===== src/logic/fcore_defs.svh =====
////////////////////////////////////////////////////////////////////////////
// Sizes of the multichannel integer core.
// FCORE_PIPE_DEPTH must fit in a channel count, which is one bit wider
// than a channel index. FCORE_PROG_DEPTH must equal 2**FCORE_PC_WIDTH.
////////////////////////////////////////////////////////////////////////////

`ifndef FCORE_DEFS_SVH
`define FCORE_DEFS_SVH

// Datapath and instruction fields
`define FCORE_DATA_WIDTH     16
`define FCORE_PC_WIDTH       8
`define FCORE_REG_SEL_WIDTH  4
`define FCORE_CHANNEL_WIDTH  2

// Storage and sequencing
`define FCORE_CHANNELS       4
`define FCORE_REGS           16
`define FCORE_PROG_DEPTH     256

// Cycles from issue to register write, also the shortest round
`define FCORE_PIPE_DEPTH     4

`endif


===== src/logic/fcore_pkg.sv =====
////////////////////////////////////////////////////////////////////////////
// Types shared by the core stages.
// Opcode values are fixed by the instruction set and must not be reordered.
////////////////////////////////////////////////////////////////////////////

`include "fcore_defs.svh"

package fcore_pkg;

    typedef logic [`FCORE_DATA_WIDTH-1:0] word_t;
    typedef logic [`FCORE_PC_WIDTH-1:0] pc_t;
    typedef logic [`FCORE_REG_SEL_WIDTH-1:0] reg_sel_t;
    typedef logic [`FCORE_CHANNEL_WIDTH-1:0] channel_t;
    typedef logic [`FCORE_CHANNEL_WIDTH+`FCORE_REG_SEL_WIDTH-1:0] reg_addr_t;
    typedef logic [`FCORE_CHANNEL_WIDTH:0] channel_count_t;

    typedef enum logic [3:0] {
        OP_NOP, OP_ADD, OP_SUB, OP_LDC,
        OP_BGT, OP_BLE, OP_BEQ, OP_BNE,
        OP_POPCNT, OP_ABS, OP_LAND, OP_LOR,
        OP_LNOT, OP_SATP, OP_SATN, OP_STOP
    } opcode_t;

    typedef enum logic [3:0] {
        ALU_PASS_B, ALU_ADD, ALU_SUB, ALU_GT, ALU_LE, ALU_EQ, ALU_NE,
        ALU_POPCNT, ALU_ABS, ALU_AND, ALU_OR, ALU_NOT, ALU_SATP, ALU_SATN
    } alu_op_t;

    typedef struct packed {
        logic     valid;
        word_t    instruction;
        channel_t channel;
    } issue_slot_t;

    typedef struct packed {
        logic      valid;
        alu_op_t   op;
        reg_addr_t addr_a;
        reg_addr_t addr_b;
        reg_addr_t dest;
        logic      use_imm;
        word_t     imm;
    } decoded_op_t;

    typedef struct packed {
        logic      valid;
        reg_addr_t dest;
        word_t     data;
    } writeback_t;

endpackage


===== src/logic/fcore_decoder.sv =====
////////////////////////////////////////////////////////////////////////////
// Instruction decoder, one cycle from issue slot to decoded op.
// Binary ops write dest; POPCNT, ABS and LNOT write the b field and LDC
// writes the a field. STOP gives core_stop and no op.
////////////////////////////////////////////////////////////////////////////

module fcore_decoder import fcore_pkg::*; (
    input  logic        clock,
    input  logic        rst_n,
    input  issue_slot_t slot,
    output decoded_op_t op,
    output logic        core_stop
);

    opcode_t   opcode;
    reg_sel_t  field_a;
    reg_sel_t  field_b;
    reg_sel_t  field_d;
    reg_sel_t  dest_sel;
    alu_op_t   alu_sel;
    logic      use_imm;
    logic      op_valid_n;
    logic      stop_n;
    logic      op_valid_q;
    alu_op_t   alu_q;
    reg_addr_t addr_a_q;
    reg_addr_t addr_b_q;
    reg_addr_t dest_q;
    logic      use_imm_q;
    word_t     imm_q;

    // Bank offset, channel times 16 plus the register field
    function automatic reg_addr_t bank_addr(channel_t ch, reg_sel_t r);
        return {ch, r};
    endfunction

    assign opcode  = opcode_t'(slot.instruction[3:0]);
    assign field_a = slot.instruction[7:4];
    assign field_b = slot.instruction[11:8];
    assign field_d = slot.instruction[15:12];

    always_comb begin
        alu_sel    = ALU_PASS_B;
        use_imm    = 1'b0;
        op_valid_n = slot.valid;
        stop_n     = 1'b0;
        dest_sel   = field_d;
        case (opcode)
            OP_NOP:  op_valid_n = 1'b0;
            OP_ADD:  alu_sel = ALU_ADD;
            OP_SUB:  alu_sel = ALU_SUB;
            OP_LDC: begin
                use_imm  = 1'b1;
                dest_sel = field_a;
            end
            OP_BGT:  alu_sel = ALU_GT;
            OP_BLE:  alu_sel = ALU_LE;
            OP_BEQ:  alu_sel = ALU_EQ;
            OP_BNE:  alu_sel = ALU_NE;
            OP_POPCNT: begin
                alu_sel  = ALU_POPCNT;
                dest_sel = field_b;
            end
            OP_ABS: begin
                alu_sel  = ALU_ABS;
                dest_sel = field_b;
            end
            OP_LAND: alu_sel = ALU_AND;
            OP_LOR:  alu_sel = ALU_OR;
            OP_LNOT: begin
                alu_sel  = ALU_NOT;
                dest_sel = field_b;
            end
            OP_SATP: alu_sel = ALU_SATP;
            OP_SATN: alu_sel = ALU_SATN;
            OP_STOP: begin
                op_valid_n = 1'b0;
                stop_n     = slot.valid;
            end
            default: op_valid_n = 1'b0;
        endcase
    end

    always_ff @(posedge clock or negedge rst_n) begin
        if (!rst_n) begin
            op_valid_q <= 1'b0;
            core_stop  <= 1'b0;
        end else begin
            op_valid_q <= op_valid_n;
            core_stop  <= stop_n;
        end
    end

    always_ff @(posedge clock) begin
        alu_q     <= alu_sel;
        addr_a_q  <= bank_addr(slot.channel, field_a);
        addr_b_q  <= bank_addr(slot.channel, field_b);
        dest_q    <= bank_addr(slot.channel, dest_sel);
        use_imm_q <= use_imm;
        // LDC immediate sits in the upper byte, sign extended
        imm_q     <= {{8{slot.instruction[15]}}, slot.instruction[15:8]};
    end

    assign op = '{valid: op_valid_q, op: alu_q, addr_a: addr_a_q, addr_b: addr_b_q,
                  dest: dest_q, use_imm: use_imm_q, imm: imm_q};

    assert property (@(posedge clock) disable iff (!rst_n) !(op.valid && core_stop))
        else $error("decoder issued an operation and a stop together");

endmodule


===== config.mk =====
export PLATFORM = sky130hd
export DESIGN_NAME = fcore_decoder
export DESIGN_NICKNAME = d
export VERILOG_FILES = /design/src/logic/fcore_pkg.sv /design/src/logic/fcore_decoder.sv
export VERILOG_INCLUDE_DIRS = /design/src /design/src/logic
export SDC_FILE = /design/constraint.sdc
export NUM_CORES = 1
export LEC_CHECK = 0
export BUFFER_PORTS_ARGS = -buffer_cell sky130_fd_sc_hd__buf_2
export CAP_MARGIN = 15
export CELL_PAD_IN_SITES_DETAIL_PLACEMENT = 1
export CELL_PAD_IN_SITES_GLOBAL_PLACEMENT = 1
export CORE_UTILIZATION = 30
export CTS_BUF_LIST = sky130_fd_sc_hd__clkbuf_16
export DETAILED_ROUTE_END_ITERATION = 8
export PLACE_DENSITY_LB_ADDON = 0.12
export SLEW_MARGIN = 10
export SYNTH_ARGS = -nofsm -noshare
export SYNTH_HDL_FRONTEND = slang
export SYNTH_SLANG_ARGS = --single-unit

===== constraint.sdc =====
create_clock -name clock -period 1.6 [get_ports clock]
set_input_delay 0.24 -clock clock [delete_from_list [all_inputs] [get_ports clock]]
set_output_delay 0.24 -clock clock [all_outputs]
set_load 0.01 [all_outputs]

==> results of run 1 <==
layer usage:
layer  up-vias  share of wire [%]
met2        32                 50
met1       321                 41
met5         -                  0
met3         2                7.1
met4         0                1.3
li1        332                  -
logic make-up (layout without fill, tap and decap cells):
group | count (synthesis) | in the layout | share of synthesized area (%)
xor gates and xnor gates | 2 | 2 | 1.969
buffers and inverters | 23 | 69 | 18.28
DFF | 25 | 25 | 57.38
and+or+nand+nor | 17 | 17 | 11.67
AOI/OAI and AO/OA | 10 | 10 | 10.69
stage by stage:
step / worst slack, ns / total power, mW / util (%)
floorplan: 0.4547 / 0.8047 / -
global route: 0.4493 / 1.443 / 42.15
finish: 0.5179 / 1.385 / 42.15
detailed placement: 0.3388 / 0.8680 / 38.91
CTS: 0.4941 / 1.410 / 42.15
global placement: 0.3590 / 0.8647 / 38.91
sequential cells by signal (all words and copies together) (netlist names):
signal and flops:
op_valid_q 1, alu_q 4, core_stop 1, addr_a_q 5
dest_q 5, use_imm_q 1, imm_q 8
synth_stat cells:
cell	n
nand2_1	1
nor2_1	3
or3_2	1
and4bb_4	1
buf_6	1
and2_0	4
buf_2	1
a31oi_4	1
nor3_1	1
a221o_1	4
inv_1	3
dfrtp_1	2
and3_1	2
o211a_1	1
dfxtp_1	23
a21oi_1	1
a31o_2	1
o21ai_0	2
nand3_1	2
nand2_2	1
buf_4	18
xnor2_1	1
xor2_1	1
nand4_1	1
worst max-delay path by stage:
stage	startpoint	end	depth (start not counted)
floorplan	slot[2]	dest_q[0]	4
global placement	slot[4]	dest_q[2]	4
detailed placement	slot[4]	dest_q[2]	4
CTS	imm_q[7]	op[15]	1
global route	imm_q[7]	op[9]	1
finish	imm_q[7]	op[13]	1
power by group through the flow:
stage          registers (mW)  clock network, mW  logic, mW
6_report                0.675              0.533      0.177
5_1_grt                 0.679              0.572      0.192
4_1_cts                 0.676              0.554      0.180
3_5_place_dp            0.690                  0      0.178
3_3_place_gp            0.689                  0      0.176
2_1_floorplan           0.712                  0     0.0929
cell type report:
cell class              count  area [µm²]  share of cell area (%)
multi-input cells          29       216.5                   18.46
repair buffers             62       315.3                   26.89
flip-flops and latches     25       510.5                   43.54
inverters                   3       11.26                  0.9605
clock buffers               3       75.07                   6.403
well taps                  31       38.79                   3.308
clock inverters             1       5.005                  0.4269
layout by cell type, fill, tap and decap left out, drive strengths merged, types with 3 or more instances in the layout:
cell    Yosys  layout
nor2        3       3
inv         3       3
a221o       4       4
and2        4       4
dfxtp      23      23
clkbuf      0       3
buf        20      61
repair_timing:
| action | CTS | global route |
|---|---|---|
| endpoints found under the hold margin | 2 | 0 |
| buffers inserted | 0 | 0 |
| hold buffers | 1 | 0 |
| setup endpoints to repair | 0 | 0 |
==> summary.txt, run 1 <==
Run status
  – Run status: completed

Placement
  – Placed Area: 1082 µm²
  – Dpl hpwl: 1435 µm
  – GPL Wtd Cong: 0.7408
  – # port buffers: 61
  – Dpl cells: 149

Power and ir drop
  – Pwr Density: 1181 nW/µm²
  – Sw Ratio: 21.85%
  – Sequential power share: 48.7%
  – Clock Power Share: 38.5%
  – Sw Pwr: 302.6 µW
  – Worst vdd ir: 0.5451 mV
  – Leak pwr: 0.6055 nW
  – Logic pwr share: 12.8%
  – Int Power: 1.082 mW

Floorplanning
  – Die X: 56.46 µm
  – CORE AREA: 2781 µm²
  – Die area: 3187 µm²
  – Initial Util: 31.98%
  – Row count: 19
  – Die Ht: 56.46 µm
  – Ports: 62

Layout
  – Non-filler instance count after layout: 154
  – Design Area, Final: 1172 µm²
  – # nets final: 145
  – N_diodes: 0
  – Fillers: 328
  – Layout cell share with drive strength beyond 1: 56.91%
  – Area growth, synth to finish: 31.79%

Critical path
  – Worst path max stage delay: 0.42 ns
  – Top delay family on crit path: flip-flops
  – Required time worst endpoint: 1.36 ns
  – Crit path launch type: flop
  – CP max FO: 9
  – Buffers plus inverters on the worst setup path: 1
  – Critical Path Slowest Stage Cell: dfxtp_1
  – Crit Path Class: reg2out
  – CP Cell Sequence: buf_2
  – Element type at the critical path end: output pin
  – Worst Path Arrival: 0.84 ns

Synthesis
  – Warnings from Yosys: 0
  – Synth Register Bits: 25
  – Post-synthesis sequential area ratio: 57.38%
  – Synth unique cells: 24
  – Synth area leaders: dfxtp_1, buf_4, dfrtp_1, a221o_1, and2_0
  – Syn Nets: 98
  – Gate Count Post-Synth: 77
  – Synth area leader: dfxtp_1
  – Synth Cell Area: 889.6 µm²
  – Top-area cell type share of the netlist area: 51.76%
  – Avg Inst Size Synth: 11.55 µm²

Global route
  – Largest net degree at the start of global routing: 15
  – Most congested layer reported by global routing: met2
  – First-pass GRT wire length: 2663 µm
  – GR Overflow Total: 0
  – Vias in the first global route: 598
  – GRT Total Usage: 10.99%
  – GRT met1 Usage: 12.12%
  – Initial antenna violation count: 0
  – Met2 Use GR: 18.82%
  – Met3 Use GR: 2.995%

Detailed routing
  – First DRT Iteration DRCs: 17
  – Vias/cell: 4.461
  – # DRC: 0
  – Total Routed Length: 1724 µm
  – TritonRoute pass-1 iters: 2
  – Wire per inst: 11.19 µm
  – Vias: 687
  – Routed Antenna Nets: 0

CTS
  – Max clock buf depth: 2
  – Clock root buffer: clkbuf_16
  – H-tree Lvls: 1
  – CTS clk-pin slew, worst paths: 0.06 ns
  – CTS sink cnt: 25
  – Cts repair resizes: 0
  – CTS Buf Count: 3
  – TritonCTS clock tree: yes

Timing
  – Final Hold Fails: 0
  – Fin Setup TNS: 0 ns
  – Maximum clock rate: 924.2 MHz
  – Endpoints failing setup: 0
  – Slew Limit Fails: 0
  – Fin crit share: 67.63%
  – Worst Max-Slew Pin Slew: 0.2885 ns
  – Hold slack: 0.08942 ns
  – RSZ-0062 raised after global routing: false
  – Max_slew headroom: 80.69%
  – Tmin final: 1.082 ns

Hold path
  – Worst Hold Launch: slot[0]
  – Hold crit path type: in2reg
  – Hold Path Sink: dest_q[4]
  – Min-Delay Path Depth: 1

Run
  – Max-Cap Viols: 0
No activity file was read; power rests on OpenSTA's default activity.
==> run 2, diff against run 1 <==
CORE_UTILIZATION = 25   (was 30)
clock period = 0.9 ns   (was 1.6 ns; I/O delays follow)
==> run 2 against run 1 <==
Compared with the run above: die area up 19%; critical path depth unchanged; cell area up 15%; combinational power up 110%; via count up 7.7%; global-route usage down 1.0 points; count of clock-buffer cells in the layout unchanged; non-clock buffer count up 18; critical path type unchanged; largest power group unchanged.
==> summary.txt, run 2 (synthesis gave the netlist of run 1 again) <==
Run status
  – Run status: completed

Timing
  – Tmin final: 0.8956 ns
  – Worst Max-Slew Pin Slew: 0.2617 ns
  – Fin crit share: 99.51%
  – Maximum clock rate: 1117 MHz
  – Endpoints failing setup: 0
  – Slew Limit Fails: 0
  – Max_slew headroom: 82.49%
  – Post-route setup slack: 0.004445 ns
  – RSZ-0062 raised after global routing: true
  – Final Hold Fails: 0

Layout
  – Top reg by flops: imm_q
  – # nets final: 163
  – Commonest non-fill, non-tap cell in the layout: buf_2
  – Layout cell share with drive strength beyond 1: 58.16%
  – Commonest cells after routing, fill and taps aside: buf_2, dfxtp_1, buf_4, dlygate4sd3_1
  – N_diodes: 0
  – Fin util: 40.25%
  – Fillers: 414
  – Biggest regs: imm_q (8), addr_a_q (5), dest_q (5)
  – Area growth, synth to finish: 52.18%
  – Number of flip-flops in the largest register: 8

Run
  – Max-Cap Viols: 0

Hold path
  – Hold crit path type: in2reg

Floorplanning
  – CORE AREA: 3363 µm²
  – Initial Util: 26.45%
  – Die Ht: 61.65 µm
  – Die area: 3801 µm²
  – Die X: 61.65 µm
  – Ports: 62
  – Row count: 21

Detailed routing
  – # DRC: 0
  – First DRT Iteration DRCs: 7
  – TritonRoute pass-1 iters: 4
  – Vias: 740
  – Vias/cell: 3.957
  – Total Routed Length: 1903 µm
  – Routed Antenna Nets: 0
  – Wire per inst: 10.18 µm

Global route
  – First-pass GRT wire length: 2753 µm
  – GR Overflow Total: 0
  – GRT Total Usage: 9.974%
  – Initial antenna violation count: 0
  – Largest net degree at the start of global routing: 16
  – Vias in the first global route: 625

CTS
  – CTS clk-pin slew, worst paths: 0.06 ns
  – Setup bufs post-CTS: 0
  – H-tree Lvls: 1
  – CTS sink cnt: 25
  – Max clock buf depth: 2
  – Clock root buffer: clkbuf_16
  – CTS Buf Count: 3
  – TritonCTS clock tree: yes

Power and ir drop
  – Logic pwr share: 14.7%
  – Worst vdd ir: 0.6391 mV
  – Sequential power share: 46.9%
  – Leak pwr: 0.6857 nW
  – Sw Pwr: 573.7 µW
  – Int Power: 1.979 mW
  – Pwr Density: 1886 nW/µm²
  – Sw Ratio: 22.47%
  – Clock Power Share: 38.3%

Critical path
  – Crit Path Class: reg2out
  – Top delay family on crit path: flip-flops
  – Worst Path Arrival: 0.76 ns
  – Critical Path Slowest Stage Cell: dfxtp_4
  – Crit path launch type: flop
  – Buffers plus inverters on the worst setup path: 1
  – Required time worst endpoint: 0.76 ns
  – Worst path max stage delay: 0.37 ns
  – CP Cell Sequence: buf_2
  – CP max FO: 9
  – Element type at the critical path end: output pin

Placement
  – GPL Wtd Cong: 0.7389
  – # port buffers: 61
  – Dpl hpwl: 1526 µm
  – Place WS: -0.2242 ns
[run 2: repair_timing]
item / in CTS / in global routing
hold buffers: 8 / 0
gates resized for setup: 2 / 0
endpoints found under the setup margin: 9 / 10
cloned: 0 / 0
hold endpoints to repair: 9 / 0
[run 2: through the flow]
| stage | setup TNS (ns) | hold WS (ns) | power (mW) | cell area, µm² | instances |
|---|---|---|---|---|---|
| 2_1_floorplan | -0.5313 | -0.1606 | 1.435 | 899.6 | 77 |
| 3_3_place_gp | -1.037 | -0.08139 | 1.577 | 1187 | 175 |
| 3_5_place_dp | -1.167 | -0.07883 | 1.583 | 1187 | 175 |
| 4_1_cts | -0.001440 | 0.001330 | 2.586 | 1354 | 187 |
| 5_1_grt | -0.3387 | 0.0006884 | 2.668 | 1354 | 187 |
| 6_report | 0 | 0.001641 | 2.553 | 1354 | 187 |
[run 2: cell type report]
class                           count  area (µm²)  share of cell area, %
Multi-Input combinational cell     29       220.2                  16.27
Sequential cell                    25       514.2                  37.99
Clock buffer                        3       75.07                  5.545
Timing Repair Buffer               80       467.9                  34.57
Clock inverter                      1       7.507                 0.5545
Inverter                            3       11.26                 0.8318
Tap cell                           46       57.56                  4.251
[run 2: per-layer routing]
layer / global-route usage [%] / share of wire, %
met2: 16.13 / 47
met5: 0 / 0
met3: 2.311 / 6.8
met4: 4.762 / 1.0
met1: 12.50 / 45
[run 2: final timing paths]
kind / startpoint / end / slack (ns) / cells past startpoint
worst max-delay path: imm_q[7] / op[13] / 0.004 / 1
worst min-delay path: slot[12] / imm_q[2] / 0.002 / 1
max in group asynchronous: rst_n / op_valid_q / 0.61 / 2
min in group asynchronous: rst_n / core_stop / 0.20 / 2
[run 2: power by group through the flow]
stage	Clock (mW)	Combinational (mW)	Sequential [mW]
final	0.978	0.376	1.20
after global routing	1.04	0.418	1.21
after CTS	1.00	0.383	1.20
after detailed placement	0	0.356	1.23
after global placement	0	0.353	1.22
after floorplan	0	0.169	1.27
==> run 3, diff against run 2 <==
RECOVER_POWER = 100   (was default)
==> run 3 against run 2 <==
Compared with the run above: clock power about the same; sequential share of layout area up 1.4 points; total power is 0.95% lower.
==> summary.txt, run 3 (synthesis gave the netlist of run 1 again) <==
Global route
  – GR Overflow Total: 0
  – First-pass GRT wire length: 2753 µm
  – GRT Total Usage: 9.974%
  – Initial antenna violation count: 0
  – Vias in the first global route: 625
  – Largest net degree at the start of global routing: 16

Critical path
  – Crit path launch type: flop
  – Top delay family on crit path: flip-flops
  – Required time worst endpoint: 0.76 ns
  – Crit Path Class: reg2out
  – Element type at the critical path end: output pin
  – Setup crit end: op[13]
  – Buffers plus inverters on the worst setup path: 1
  – Worst path max stage delay: 0.37 ns
  – Worst Path Arrival: 0.76 ns
  – Critical Path Slowest Stage Cell: dfxtp_4
  – CP Cell Sequence: buf_2
  – Critical path depth in cells: 1
  – CP Launch Point: imm_q[7]
  – CP max FO: 9

CTS
  – CTS clk-pin slew, worst paths: 0.06 ns
  – CTS Buf Count: 3
  – Max clock buf depth: 2
  – TritonCTS clock tree: yes
  – H-tree Lvls: 1
  – Clock root buffer: clkbuf_16
  – CTS sink cnt: 25
  – Setup bufs post-CTS: 0

Floorplanning
  – Ports: 62
  – Initial Util: 26.45%
  – CORE AREA: 3363 µm²
  – Die Ht: 61.65 µm
  – Die area: 3801 µm²
  – Row count: 21
  – Die X: 61.65 µm

Layout
  – # nets final: 163
  – Biggest regs: imm_q (8), addr_a_q (5), dest_q (5)
  – Layout cell share with drive strength beyond 1: 36.88%
  – Non-filler instance count after layout: 187
  – Commonest non-fill, non-tap cell in the layout: clkbuf_1
  – Top reg by flops: imm_q
  – N_diodes: 0
  – Area growth, synth to finish: 46.84%
  – Number of flip-flops in the largest register: 8
  – Commonest cells after routing, fill and taps aside: clkbuf_1, buf_2, dfxtp_1, clkbuf_2, dlygate4sd3_1

Detailed routing
  – Vias: 737
  – Total Routed Length: 1912 µm
  – TritonRoute pass-1 iters: 4
  – Vias/cell: 3.941
  – First DRT Iteration DRCs: 7
  – Wire per inst: 10.22 µm
  – Routed Antenna Nets: 0
  – # DRC: 0

Timing
  – Slew Limit Fails: 0
  – Final Hold Fails: 0
  – RSZ-0062 raised after global routing: true
  – Worst Max-Slew Pin Slew: 0.2557 ns
  – Tmin final: 0.8955 ns
  – Fin Setup TNS: 0 ns
  – Max_slew headroom: 82.89%
  – Maximum clock rate: 1117 MHz
  – Endpoints failing setup: 0
  – Fin crit share: 99.50%

Placement
  – GPL Wtd Cong: 0.7389
  – Dpl cells: 175
  – Dpl hpwl: 1526 µm
  – # port buffers: 61

Run status
  – Run status: completed

Power and ir drop
  – Pwr Density: 1936 nW/µm²
  – Worst vdd ir: 0.6330 mV
  – Leak pwr: 0.5983 nW

Hold path
  – Hold crit path type: in2reg
  – Min-Delay Path Depth: 1

Run
  – Max-Cap Viols: 0
## run 3: cell types whose count changed in the layout (fill, tap and decap cells not counted), sizes merged
cell,before,now
clkbuf,3,46
buf,72,29
## run 3: timing repair
item / in CTS / in global routing
gates resized for setup: 2 / 0
setup endpoints to repair: 9 / 10
hold buffers: 8 / 0
hold endpoints to repair: 9 / 0
## run 3: through the flow
stage / utilization, % / hold WS [ns] / cell area (µm²) / power [mW] / setup WS [ns]
after global routing: 38.84 / 0.02266 / 1306 / 2.641 / -0.04349
final: 38.84 / 0.02068 / 1306 / 2.529 / 0.004536
after floorplan: - / -0.1606 / 899.6 / 1.435 / -0.1328
after detailed placement: 35.31 / -0.07883 / 1187 / 1.583 / -0.2242
after CTS: 40.25 / 0.001330 / 1354 / 2.586 / -0.001068
after global placement: 35.31 / -0.08139 / 1187 / 1.577 / -0.1998
## run 3: per-layer routing
layer  up-vias  share of wire (%)  global-route usage, %
met4         0                1.1                  4.762
met3         2                8.0                  2.311
li1        368                  -                      -
met5         -                  0                      0
met1       333                 45                  12.50
met2        34                 46                  16.13
## run 3: power breakdown
part | switching, mW | total (mW) | internal [mW]
combinational | 0.177 | 0.349 | 0.172
clock | 0.376 | 0.978 | 0.602
sequential | 0.0230 | 1.20 | 1.18
total | 0.576 | 2.53 | 1.95
## run 3: worst min-delay path by stage
stage                end  slack (ns)     start
2_1_floorplan  core_stop       -0.16     rst_n
3_3_place_gp   core_stop       -0.08     rst_n
3_5_place_dp   core_stop       -0.08     rst_n
4_1_cts         imm_q[2]       0.001  slot[12]
5_1_grt         imm_q[1]        0.02  slot[11]
6_report        imm_q[2]        0.02  slot[12]
## run 3: area by class of cell
class                      count  area (µm²)
clock buffer                   3       75.07
clock inverter                 1       7.507
fill                         425        2057
inverter                       3       11.26
multi-input combinational     29       220.2
sequential                    25       514.2
tap                           46       57.56
timing repair buffer          80       420.4
